==> src/spi_pkg.sv <==
/*
 * spi_pkg
 * Types for the SPI side of the stream bridge: the data byte,
 * the sclk edge counter and the serial engine states.
 */
package spi_pkg;

	typedef logic [7:0] spi_byte_t;	// one frame payload, msb first on the wire

	// 16 edges per 8-bit frame, needs 0..16
	typedef logic [4:0] bit_cnt_t;

	typedef enum logic [2:0] {
		ST_IDLE      = 3'd0,	// cs high or waiting for frame start
		ST_WAIT_EDGE = 3'd1,	// waiting for next sclk transition
		ST_EDGE      = 3'd2,	// act on the transition just seen
		ST_LAST_HALF = 3'd3,	// settle after the 16th edge
		ST_DELIVER   = 3'd4,	// hand the byte over
		ST_FINISH    = 3'd5	// park until cs rises
	} eng_state_t;

endpackage

==> src/link_pkg.sv <==
/*
 * link_pkg
 * Types for the credit links and the two byte fifos next to the engine.
 */
package link_pkg;

	typedef logic [3:0] credit_t;	// up to 15 credits outstanding

	// free-running read/write pointer, low bits index the storage
	typedef logic [2:0] fifo_ptr_t;

	// occupancy, 0..8 entries
	typedef logic [3:0] fifo_cnt_t;

endpackage

==> src/spi_frame_if.sv <==
`timescale 1ns/1ps
/*
 * spi_frame_if
 * Per-frame byte exchange between the SPI engine and the rx and tx buffers.
 */
interface spi_frame_if;

	spi_pkg::spi_byte_t rx_byte;	// byte shifted in from mosi
	logic rx_strobe;	// one cycle, rx_byte valid
	spi_pkg::spi_byte_t tx_byte;	// head of tx fifo
	logic tx_ready;	// tx fifo not empty
	logic tx_take;	// pop head, frame completed

	modport engine (
		output rx_byte,
		output rx_strobe,
		output tx_take,
		input  tx_byte,
		input  tx_ready
	);

	modport rx_side (
		input rx_byte,
		input rx_strobe
	);

	modport tx_side (
		input  tx_take,
		output tx_byte,
		output tx_ready
	);

endinterface

==> src/spi_slave.sv <==
`timescale 1ns/1ps
/*
 * spi_slave
 * Oversampled SPI slave engine, any CPOL/CPHA mode. Per 8-bit frame it
 * shifts one byte in from mosi and one byte out on miso.
 */
module spi_slave #(
	parameter bit                 CPOL    = 1'b1,	// sclk idle level
	parameter bit                 CPHA    = 1'b1,	// 1: sample on trailing edge
	parameter spi_pkg::spi_byte_t TX_FILL = 8'hff	// sent when tx fifo empty
) (
	input  logic        sys_clk,
	input  logic        sys_rst_n,
	input  logic        cs,	// active low frame select
	input  logic        sclk,
	input  logic        mosi,
	output logic        miso,
	spi_frame_if.engine frm
);

	logic cs_meta;	// two-flop syncs
	logic cs_s;
	logic sclk_meta;
	logic sclk_s;
	logic sclk_d;	// previous synced sclk, for edge detect
	logic mosi_meta;
	logic mosi_s;

	spi_pkg::eng_state_t state;
	spi_pkg::bit_cnt_t   edge_cnt;	// edges done in this frame
	spi_pkg::spi_byte_t  rx_shift;
	spi_pkg::spi_byte_t  tx_shift;
	logic tx_loaded;	// tx_shift came from the fifo, not fill

	logic lead_edge;
	logic trail_edge;
	logic edge_hit;
	logic frame_go;
	logic sample_now;
	logic shift_now;

	always_ff @(posedge sys_clk) begin
		if (!sys_rst_n) begin
			cs_meta   <= 1'b1;	// deselected
			cs_s      <= 1'b1;
			sclk_meta <= CPOL;	// idle level
			sclk_s    <= CPOL;
			sclk_d    <= CPOL;
		end else begin
			cs_meta   <= cs;
			cs_s      <= cs_meta;
			sclk_meta <= sclk;
			sclk_s    <= sclk_meta;
			sclk_d    <= sclk_s;
		end
	end

	// mosi is data only, aligned with the sclk sync stages
	always_ff @(posedge sys_clk) begin
		mosi_meta <= mosi;
		mosi_s    <= mosi_meta;
	end

	assign lead_edge  = (sclk_d == CPOL) && (sclk_s != CPOL);	// away from idle
	assign trail_edge = (sclk_d != CPOL) && (sclk_s == CPOL);	// back to idle
	assign edge_hit   = (state == spi_pkg::ST_WAIT_EDGE) &&
		(edge_cnt[0] ? trail_edge : lead_edge);	// even count expects leading edge
	assign frame_go   = (state == spi_pkg::ST_IDLE) && !cs_s;

	// cpha 0 samples even edges, cpha 1 odd ones; miso moves on the others
	assign sample_now = (state == spi_pkg::ST_EDGE) && (edge_cnt[0] == CPHA);
	assign shift_now  = (state == spi_pkg::ST_EDGE) && (edge_cnt[0] != CPHA) &&
		(edge_cnt != 5'd0) && (edge_cnt != 5'd15);	// bit 7 is preloaded

	always_ff @(posedge sys_clk) begin
		if (!sys_rst_n)
			state <= spi_pkg::ST_IDLE;
		else if (cs_s)
			state <= spi_pkg::ST_IDLE;	// frame end or abort
		else begin
			case (state)
				spi_pkg::ST_IDLE:
					state <= spi_pkg::ST_WAIT_EDGE;
				spi_pkg::ST_WAIT_EDGE:
					if (edge_hit)
						state <= spi_pkg::ST_EDGE;
				spi_pkg::ST_EDGE:
					if (edge_cnt == 5'd15)
						state <= spi_pkg::ST_LAST_HALF;
					else
						state <= spi_pkg::ST_WAIT_EDGE;
				spi_pkg::ST_LAST_HALF:
					state <= spi_pkg::ST_DELIVER;
				spi_pkg::ST_DELIVER:
					state <= spi_pkg::ST_FINISH;
				spi_pkg::ST_FINISH:
					state <= spi_pkg::ST_FINISH;	// wait for cs rise
				default:
					state <= spi_pkg::ST_IDLE;
			endcase
		end
	end

	always_ff @(posedge sys_clk) begin
		if (!sys_rst_n)
			edge_cnt <= '0;
		else if (state == spi_pkg::ST_IDLE)
			edge_cnt <= '0;
		else if (state == spi_pkg::ST_EDGE)
			edge_cnt <= edge_cnt + 5'd1;
	end

	// outgoing byte, loaded at frame start
	always_ff @(posedge sys_clk) begin
		if (!sys_rst_n) begin
			tx_shift  <= '0;	// miso low out of reset
			tx_loaded <= 1'b0;
		end else if (frame_go) begin
			tx_shift  <= frm.tx_ready ? frm.tx_byte : TX_FILL;
			tx_loaded <= frm.tx_ready;
		end else if (shift_now) begin
			tx_shift  <= {tx_shift[6:0], 1'b0};
		end
	end

	// incoming byte, eight samples fill it completely
	always_ff @(posedge sys_clk) begin
		if (sample_now)
			rx_shift <= {rx_shift[6:0], mosi_s};
	end

	assign miso          = tx_shift[7];
	assign frm.rx_byte   = rx_shift;
	assign frm.rx_strobe = (state == spi_pkg::ST_DELIVER);
	// pop only on a complete frame, an aborted one leaves the head queued
	assign frm.tx_take   = (state == spi_pkg::ST_DELIVER) && tx_loaded;

endmodule

==> src/rx_credit_fifo.sv <==
`timescale 1ns/1ps
/*
 * rx_credit_fifo
 * Receive byte buffer. Forwards bytes to the sink while credits remain,
 * drops a byte on a full fifo and latches the overrun flag.
 */
module rx_credit_fifo #(
	parameter int RX_DEPTH   = 4,	// power of two, 2..8
	parameter int RX_CREDITS = 2	// sink credits after reset
) (
	input  logic               sys_clk,
	input  logic               sys_rst_n,
	spi_frame_if.rx_side       frm,
	output spi_pkg::spi_byte_t rx_data,
	output logic               rx_valid,
	input  logic               rx_credit,	// one credit back per pulse
	output logic               rx_overrun	// sticky
);

	localparam int AW = $clog2(RX_DEPTH);

	spi_pkg::spi_byte_t  mem [RX_DEPTH];
	link_pkg::fifo_ptr_t wr_ptr;
	link_pkg::fifo_ptr_t rd_ptr;
	link_pkg::fifo_cnt_t fill;
	link_pkg::credit_t   credits;	// bytes the sink can still take

	logic full;
	logic push;
	logic pop;

	assign full     = (fill == link_pkg::fifo_cnt_t'(RX_DEPTH));
	assign push     = frm.rx_strobe && !full;
	assign rx_valid = (fill != '0) && (credits != '0);	// waits while out of credits
	assign pop      = rx_valid;	// one byte per cycle at most
	assign rx_data  = mem[rd_ptr[AW-1:0]];

	always_ff @(posedge sys_clk) begin
		if (push)
			mem[wr_ptr[AW-1:0]] <= frm.rx_byte;
	end

	always_ff @(posedge sys_clk) begin
		if (!sys_rst_n) begin
			wr_ptr <= '0;
			rd_ptr <= '0;
			fill   <= '0;
		end else begin
			if (push)
				wr_ptr <= wr_ptr + 3'd1;	// depth divides 8, wrap is free
			if (pop)
				rd_ptr <= rd_ptr + 3'd1;
			fill <= fill + link_pkg::fifo_cnt_t'(push) - link_pkg::fifo_cnt_t'(pop);
		end
	end

	always_ff @(posedge sys_clk) begin
		if (!sys_rst_n)
			credits <= link_pkg::credit_t'(RX_CREDITS);
		else
			credits <= credits + link_pkg::credit_t'(rx_credit) -
				link_pkg::credit_t'(pop);
	end

	always_ff @(posedge sys_clk) begin
		if (!sys_rst_n)
			rx_overrun <= 1'b0;
		else if (frm.rx_strobe && full)
			rx_overrun <= 1'b1;	// byte lost, only reset clears
	end

endmodule

==> src/tx_credit_fifo.sv <==
`timescale 1ns/1ps
/*
 * tx_credit_fifo
 * Transmit byte buffer. Grants credits to the source, holds its bytes
 * and presents the head to the SPI engine.
 */
module tx_credit_fifo #(
	parameter int TX_DEPTH = 4	// power of two, 2..8
) (
	input  logic               sys_clk,
	input  logic               sys_rst_n,
	input  spi_pkg::spi_byte_t tx_data,
	input  logic               tx_valid,	// only with a credit held
	output logic               tx_credit,	// one credit per pulse
	spi_frame_if.tx_side       frm
);

	localparam int AW = $clog2(TX_DEPTH);

	spi_pkg::spi_byte_t  mem [TX_DEPTH];
	link_pkg::fifo_ptr_t wr_ptr;
	link_pkg::fifo_ptr_t rd_ptr;
	link_pkg::fifo_cnt_t fill;
	link_pkg::credit_t   pending;	// free slots not yet granted

	logic push;
	logic pop;
	logic grant;

	assign push  = tx_valid && (fill != link_pkg::fifo_cnt_t'(TX_DEPTH));
	assign pop   = frm.tx_take && (fill != '0);
	assign grant = (pending != '0) || pop;	// a popped slot is granted at once

	assign frm.tx_byte  = mem[rd_ptr[AW-1:0]];
	assign frm.tx_ready = (fill != '0);	// registered fill, write shows next cycle

	always_ff @(posedge sys_clk) begin
		if (push)
			mem[wr_ptr[AW-1:0]] <= tx_data;
	end

	always_ff @(posedge sys_clk) begin
		if (!sys_rst_n) begin
			wr_ptr <= '0;
			rd_ptr <= '0;
			fill   <= '0;
		end else begin
			if (push)
				wr_ptr <= wr_ptr + 3'd1;
			if (pop)
				rd_ptr <= rd_ptr + 3'd1;
			fill <= fill + link_pkg::fifo_cnt_t'(push) - link_pkg::fifo_cnt_t'(pop);
		end
	end

	// hands out TX_DEPTH credits after reset, then one per pop
	always_ff @(posedge sys_clk) begin
		if (!sys_rst_n) begin
			pending   <= link_pkg::credit_t'(TX_DEPTH);
			tx_credit <= 1'b0;
		end else begin
			tx_credit <= grant;	// lands 1 cycle after the take
			pending   <= pending + link_pkg::credit_t'(pop) -
				link_pkg::credit_t'(grant);
		end
	end

endmodule

==> src/spi_stream_bridge.sv <==
`timescale 1ns/1ps
/*
 * spi_stream_bridge
 * SPI slave to byte stream bridge: serial engine plus side-by-side rx and
 * tx credit buffers.
 */
module spi_stream_bridge #(
	parameter bit                 CPOL       = 1'b1,	// mode 3 by default
	parameter bit                 CPHA       = 1'b1,
	parameter int                 RX_DEPTH   = 4,
	parameter int                 TX_DEPTH   = 4,
	parameter int                 RX_CREDITS = 2,
	parameter spi_pkg::spi_byte_t TX_FILL    = 8'hff
) (
	input  logic               sys_clk,
	input  logic               sys_rst_n,
	input  logic               cs,	// spi pins
	input  logic               sclk,
	input  logic               mosi,
	output logic               miso,
	output spi_pkg::spi_byte_t rx_data,	// to sink
	output logic               rx_valid,
	input  logic               rx_credit,
	output logic               rx_overrun,
	input  spi_pkg::spi_byte_t tx_data,	// from source
	input  logic               tx_valid,
	output logic               tx_credit
);

	spi_frame_if frm ();	// per-frame byte link

	spi_slave #(
		.CPOL    (CPOL),
		.CPHA    (CPHA),
		.TX_FILL (TX_FILL)
	) spi_slave_i (
		.sys_clk   (sys_clk),
		.sys_rst_n (sys_rst_n),
		.cs        (cs),
		.sclk      (sclk),
		.mosi      (mosi),
		.miso      (miso),
		.frm       (frm.engine)
	);

	rx_credit_fifo #(
		.RX_DEPTH   (RX_DEPTH),
		.RX_CREDITS (RX_CREDITS)
	) rx_fifo_i (
		.sys_clk    (sys_clk),
		.sys_rst_n  (sys_rst_n),
		.frm        (frm.rx_side),
		.rx_data    (rx_data),
		.rx_valid   (rx_valid),
		.rx_credit  (rx_credit),
		.rx_overrun (rx_overrun)
	);

	tx_credit_fifo #(
		.TX_DEPTH (TX_DEPTH)
	) tx_fifo_i (
		.sys_clk   (sys_clk),
		.sys_rst_n (sys_rst_n),
		.tx_data   (tx_data),
		.tx_valid  (tx_valid),
		.tx_credit (tx_credit),
		.frm       (frm.tx_side)
	);

endmodule

==> config.mk <==
export PLATFORM = sky130hd
export DESIGN_NAME = spi_stream_bridge
export DESIGN_NICKNAME = d
export VERILOG_FILES = /design/src/spi_pkg.sv /design/src/link_pkg.sv /design/src/spi_frame_if.sv /design/src/spi_slave.sv /design/src/rx_credit_fifo.sv /design/src/tx_credit_fifo.sv /design/src/spi_stream_bridge.sv
export SDC_FILE = /design/constraint.sdc
export NUM_CORES = 1
export LEC_CHECK = 0
export BUFFER_PORTS_ARGS = -buffer_cell sky130_fd_sc_hd__buf_2
export CAP_MARGIN = 40
export CORE_ASPECT_RATIO = 0.75
export CORE_MARGIN = 4
export CORE_UTILIZATION = 40
export CTS_BUF_LIST = sky130_fd_sc_hd__clkbuf_16
export CTS_CLUSTER_DIAMETER = 150
export DETAILED_ROUTE_END_ITERATION = 6
export HOLD_SLACK_MARGIN = 0.05
export PLACE_DENSITY_LB_ADDON = 0.12
export SLEW_MARGIN = 20
export SYNTH_ARGS = -nofsm -noshare
export SYNTH_HDL_FRONTEND = slang
export SYNTH_HIERARCHICAL = 1
export SYNTH_SLANG_ARGS = --single-unit
==> constraint.sdc <==
create_clock -name sys_clk -period 2.8 [get_ports sys_clk]
set_clock_uncertainty 0.1 [all_clocks]
set_input_delay 0.14 -clock sys_clk [delete_from_list [all_inputs] [get_ports sys_clk]]
set_output_delay 0.14 -clock sys_clk [all_outputs]
set_load 0.01 [all_outputs]
==> summary.md <==
| Metric | Value |
|---|---|
| Multi-input logic area | 1974 um2 |
| CTS Buf Count | 17 |
| Worst-path clk slew | 0.06 ns |
| Slew Viols, Final | 0 |
| Actual slew at the worst max-slew pin | 0.6407 ns |
| Die area | 15390 um2 |
| Leak pwr | 2.389 nW |
| First-pass GRT wire length | 16.06 mm |
| Drt wl/cell | 14.53 um |
| Largest stage delay, worst path | 0.43 ns |
| Residual DRC count | 0 |
| Cell area power density | 849.2 nW/um2 |
| Nets | 499 |
| RSZ-0062 raised after global routing | false |
| Delay-heaviest family, CP | adder cells |
| Detailed-route via count | 3097 |
| Worst Setup End Kind | register |
| Crit path max fanout | 9 |
| Most frequent CP cell | ha_1 |
| Final cell count without fillers | 634 |
| I/O pin total | 27 |
| Grt total ovfl | 0 |
| Worst Path Buf+Inv | 3 |
| Initial Util | 41.18% |
| Layout cell share with drive strength beyond 1 | 20.73% |
| Synthesized instance count | 397 |
| Vias in the first global route | 3154 |
| Clock Sinks | 126 |
| Setup Crit Path Kind | reg2reg |
| Worst setup SP type | register |
| DR vias/cell | 4.885 |
| Syn_area_per_cell | 13.55 um2 |
| Critical path cell sequence | inv_1, ha_1, or3b_4, nand2_2, inv_2, ha_1, inv_1, ha_1, fa_1, xor2_1, and2_1 |
| Max clock buf depth | 2 |
| Setup TNS | 0 ns |
| Number of synthesized flops with an enable pin | 72 |
| Most used DFF post-synth | edfxtp_1 |
| CTS tree | yes |
| Post-Place Cells | 590 |
| IO buf count | 26 |
| Die width | 141.9 um |
| Post-synthesis async set-or-reset flop share | 0% |
| Outcome | finished clean |
| Syn_nets | 446 |
| Crit-path slowest cell | or3b_4 |
| Hold_ws | 0.1029 ns |
| Worst-skew pair later-pin latency | 0.41 ns |
| HPWL Detailed | 6.180 mm |
| Final Hold Fails | 0 |
| Initial antenna violation count | 0 |
| Antenna diode count | 0 |
| Final Cycle Share | 90.92% |
| Peak supply drop | 419.8 uV |
| F_max | 392.8 MHz |
| CP Data Arrival Time | 2.75 ns |
| Tot Pwr | 0.005455 W |
| Maxcap violations | 0 |
| Yosys warnings | 6 |
| Area grow syn2layout | 19.42% |
| Total wire length | 9.211 mm |
| Crit path time final | 2.546 ns |
| GP Congestion | 0.7356 |
| Drt first pass iters | 4 |
| Clock root buffer | clkbuf_16 |
| Relative slew slack | 57.28% |
| Layout filler cell count | 1147 |
| H-tree levels | 4 |
| Final worst slack | 0.2543 ns |
| Core area | 13060 um2 |
| Synth Register Bits | 126 |
| Min-Delay Path Class | in2reg |
| DRT iter0 DRCs | 134 |
| WP data required | 3.00 ns |
| Register area share after synthesis | 60.29% |
| Setup-failing EPs final | 0 |
| Setup Slack @ Placement | 0.2475 ns |
| DRT antenna net count | 0 |
| Row count | 36 |
| Synth Cell Area | 5379 um2 |
| Post-synth cell types | 48 |
| Register Area | 3243 um2 |
| Die H | 108.4 um |
| Overall Global Routing Usage | 13.46% |
| Largest net degree at the start of global routing | 32 |
worst register-to-register path, stage by stage (launching register included):
cell and delay [ns]:
dfxtp_1 0.31, inv_1 0.07, ha_1 0.13, or3b_4 0.43
nand2_2 0.11, inv_2 0.07, ha_1 0.27, inv_1 0.04
ha_1 0.20, fa_1 0.38, xor2_1 0.17, and2_1 0.15
cell usage after synthesis (7+ instances only):
library cell | count | area, um2
o21ai_0 | 7 | 35.03
nand3b_1 | 7 | 52.55
nand2_1 | 31 | 116.4
inv_1 | 27 | 101.4
ha_1 | 30 | 375.4
mux2i_1 | 17 | 170.2
edfxtp_1 | 72 | 2162
nand2b_1 | 14 | 87.58
a21oi_1 | 12 | 60.06
mux4_2 | 16 | 360.4
dfxtp_1 | 54 | 1081
nor2_1 | 18 | 67.56
and2_1 | 13 | 81.33
final cells by class:
type | instances | area share, %
clock inverter | 15 | 2.298
timing repair buffer | 46 | 4.831
inverter | 29 | 1.695
sequential | 126 | 50.49
clock buffer | 17 | 6.623
tap | 171 | 3.331
multi-input combinational | 230 | 30.74
worst paths after layout:
path              cells past startpoint                    to  slack [ns]                   from
hold / removal                        2  tx_fifo_i/pending[2]        0.10              sys_rst_n
hold reg to reg                       0    spi_slave_i/mosi_s        0.25  spi_slave_i/mosi_meta
setup reg to reg                     11     tx_fifo_i/fill[2]        0.25      tx_fifo_i/fill[2]
setup / recovery                     11     tx_fifo_i/fill[2]        0.25      tx_fifo_i/fill[2]
flip-flops by register name, summed over array words and instances (netlist names), named ones only:
name,count
rx_fifo_i/credits,4
spi_slave_i/state,3
spi_slave_i/tx_loaded,1
spi_slave_i/mosi_s,1
rx_fifo_i/rx_overrun,1
spi_slave_i/sclk_meta,1
rx_fifo_i/rd_ptr,2
spi_slave_i/frm.rx_byte,8
spi_slave_i/sclk_d,1
rx_fifo_i/fill,4
tx_fifo_i/mem,32
rx_fifo_i/mem,32
rx_fifo_i/wr_ptr,2
spi_slave_i/cs_s,1
tx_fifo_i/rd_ptr,2
spi_slave_i/mosi_meta,1
tx_fifo_i/fill,4
tx_fifo_i/pending,4
spi_slave_i/tx_shift,8
spi_slave_i/sclk_s,1
tx_fifo_i/wr_ptr,2
tx_fifo_i/tx_credit,1
spi_slave_i/cs_meta,1
spi_slave_i/edge_cnt,5
routing by layer:
layer / global-route usage, % / part of all wire, % / vias to the layer above
li1: - / - / 1534
met1: 18.51 / 50 / 1511
met2: 20.33 / 45 / 39
met3: 3.935 / 3.3 / 13
met4: 4.932 / 1.6 / 0
met5: 0 / 0 / -
power breakdown:
part / internal (W) / leakage [nW] / total [W] / switching [W]
logic: 0.000569 / 1.02 / 0.00112 / 0.000549
clock network: 0.00118 / 0.273 / 0.00208 / 0.000904
registers: 0.00212 / 1.10 / 0.00225 / 0.000130
total: 0.00387 / 2.39 / 0.00545 / 0.00158
per-stage QoR:
stage                     utilization [%]  area, um2
after floorplan                         -       5379
after global placement              43.87       5731
after detailed placement            43.87       5731
after CTS                           49.18       6424
after global routing                49.18       6424
final                               49.18       6424
layout by cell type, fill, tap and decap left out, drive strengths merged, types with 4 or more instances in the layout:
cell type	netlist	routed
edfxtp	72	72
dfxtp	54	54
inv	28	37
buf	8	34
nand2	32	32
ha	30	30
nor2	19	19
clkbuf	4	17
mux2i	17	17
mux4	16	16
nand2b	14	14
and2	13	13
dlygate4sd3	0	12
a21oi	12	12
o21ai	7	7
nand3b	7	7
and3	7	7
o211ai	6	6
nand3	5	5
nor3b	5	5
a21boi	5	5
xor2	4	4
a21o	4	4
fa	4	4
clkinv	1	4
what timing repair did:
item	in CTS	in global routing
buffers inserted	0	0
endpoints found under the setup margin	0	0
resized for setup	0	0
hold endpoints to repair	36	0
hold buffers	12	0
cells by family (layout without fill, tap and decap cells):
logic type	count (synthesis)	in the layout	share of synthesized area, %
xor+xnor	5	5	0.8141
flops	126	126	60.29
buf+inv	41	107	3.001
simple gates	118	118	12.49
mux	34	34	10.07
fa+ha+maj	34	34	8.467
compound gates	39	39	4.862
Power figures use the tool's default switching activity.
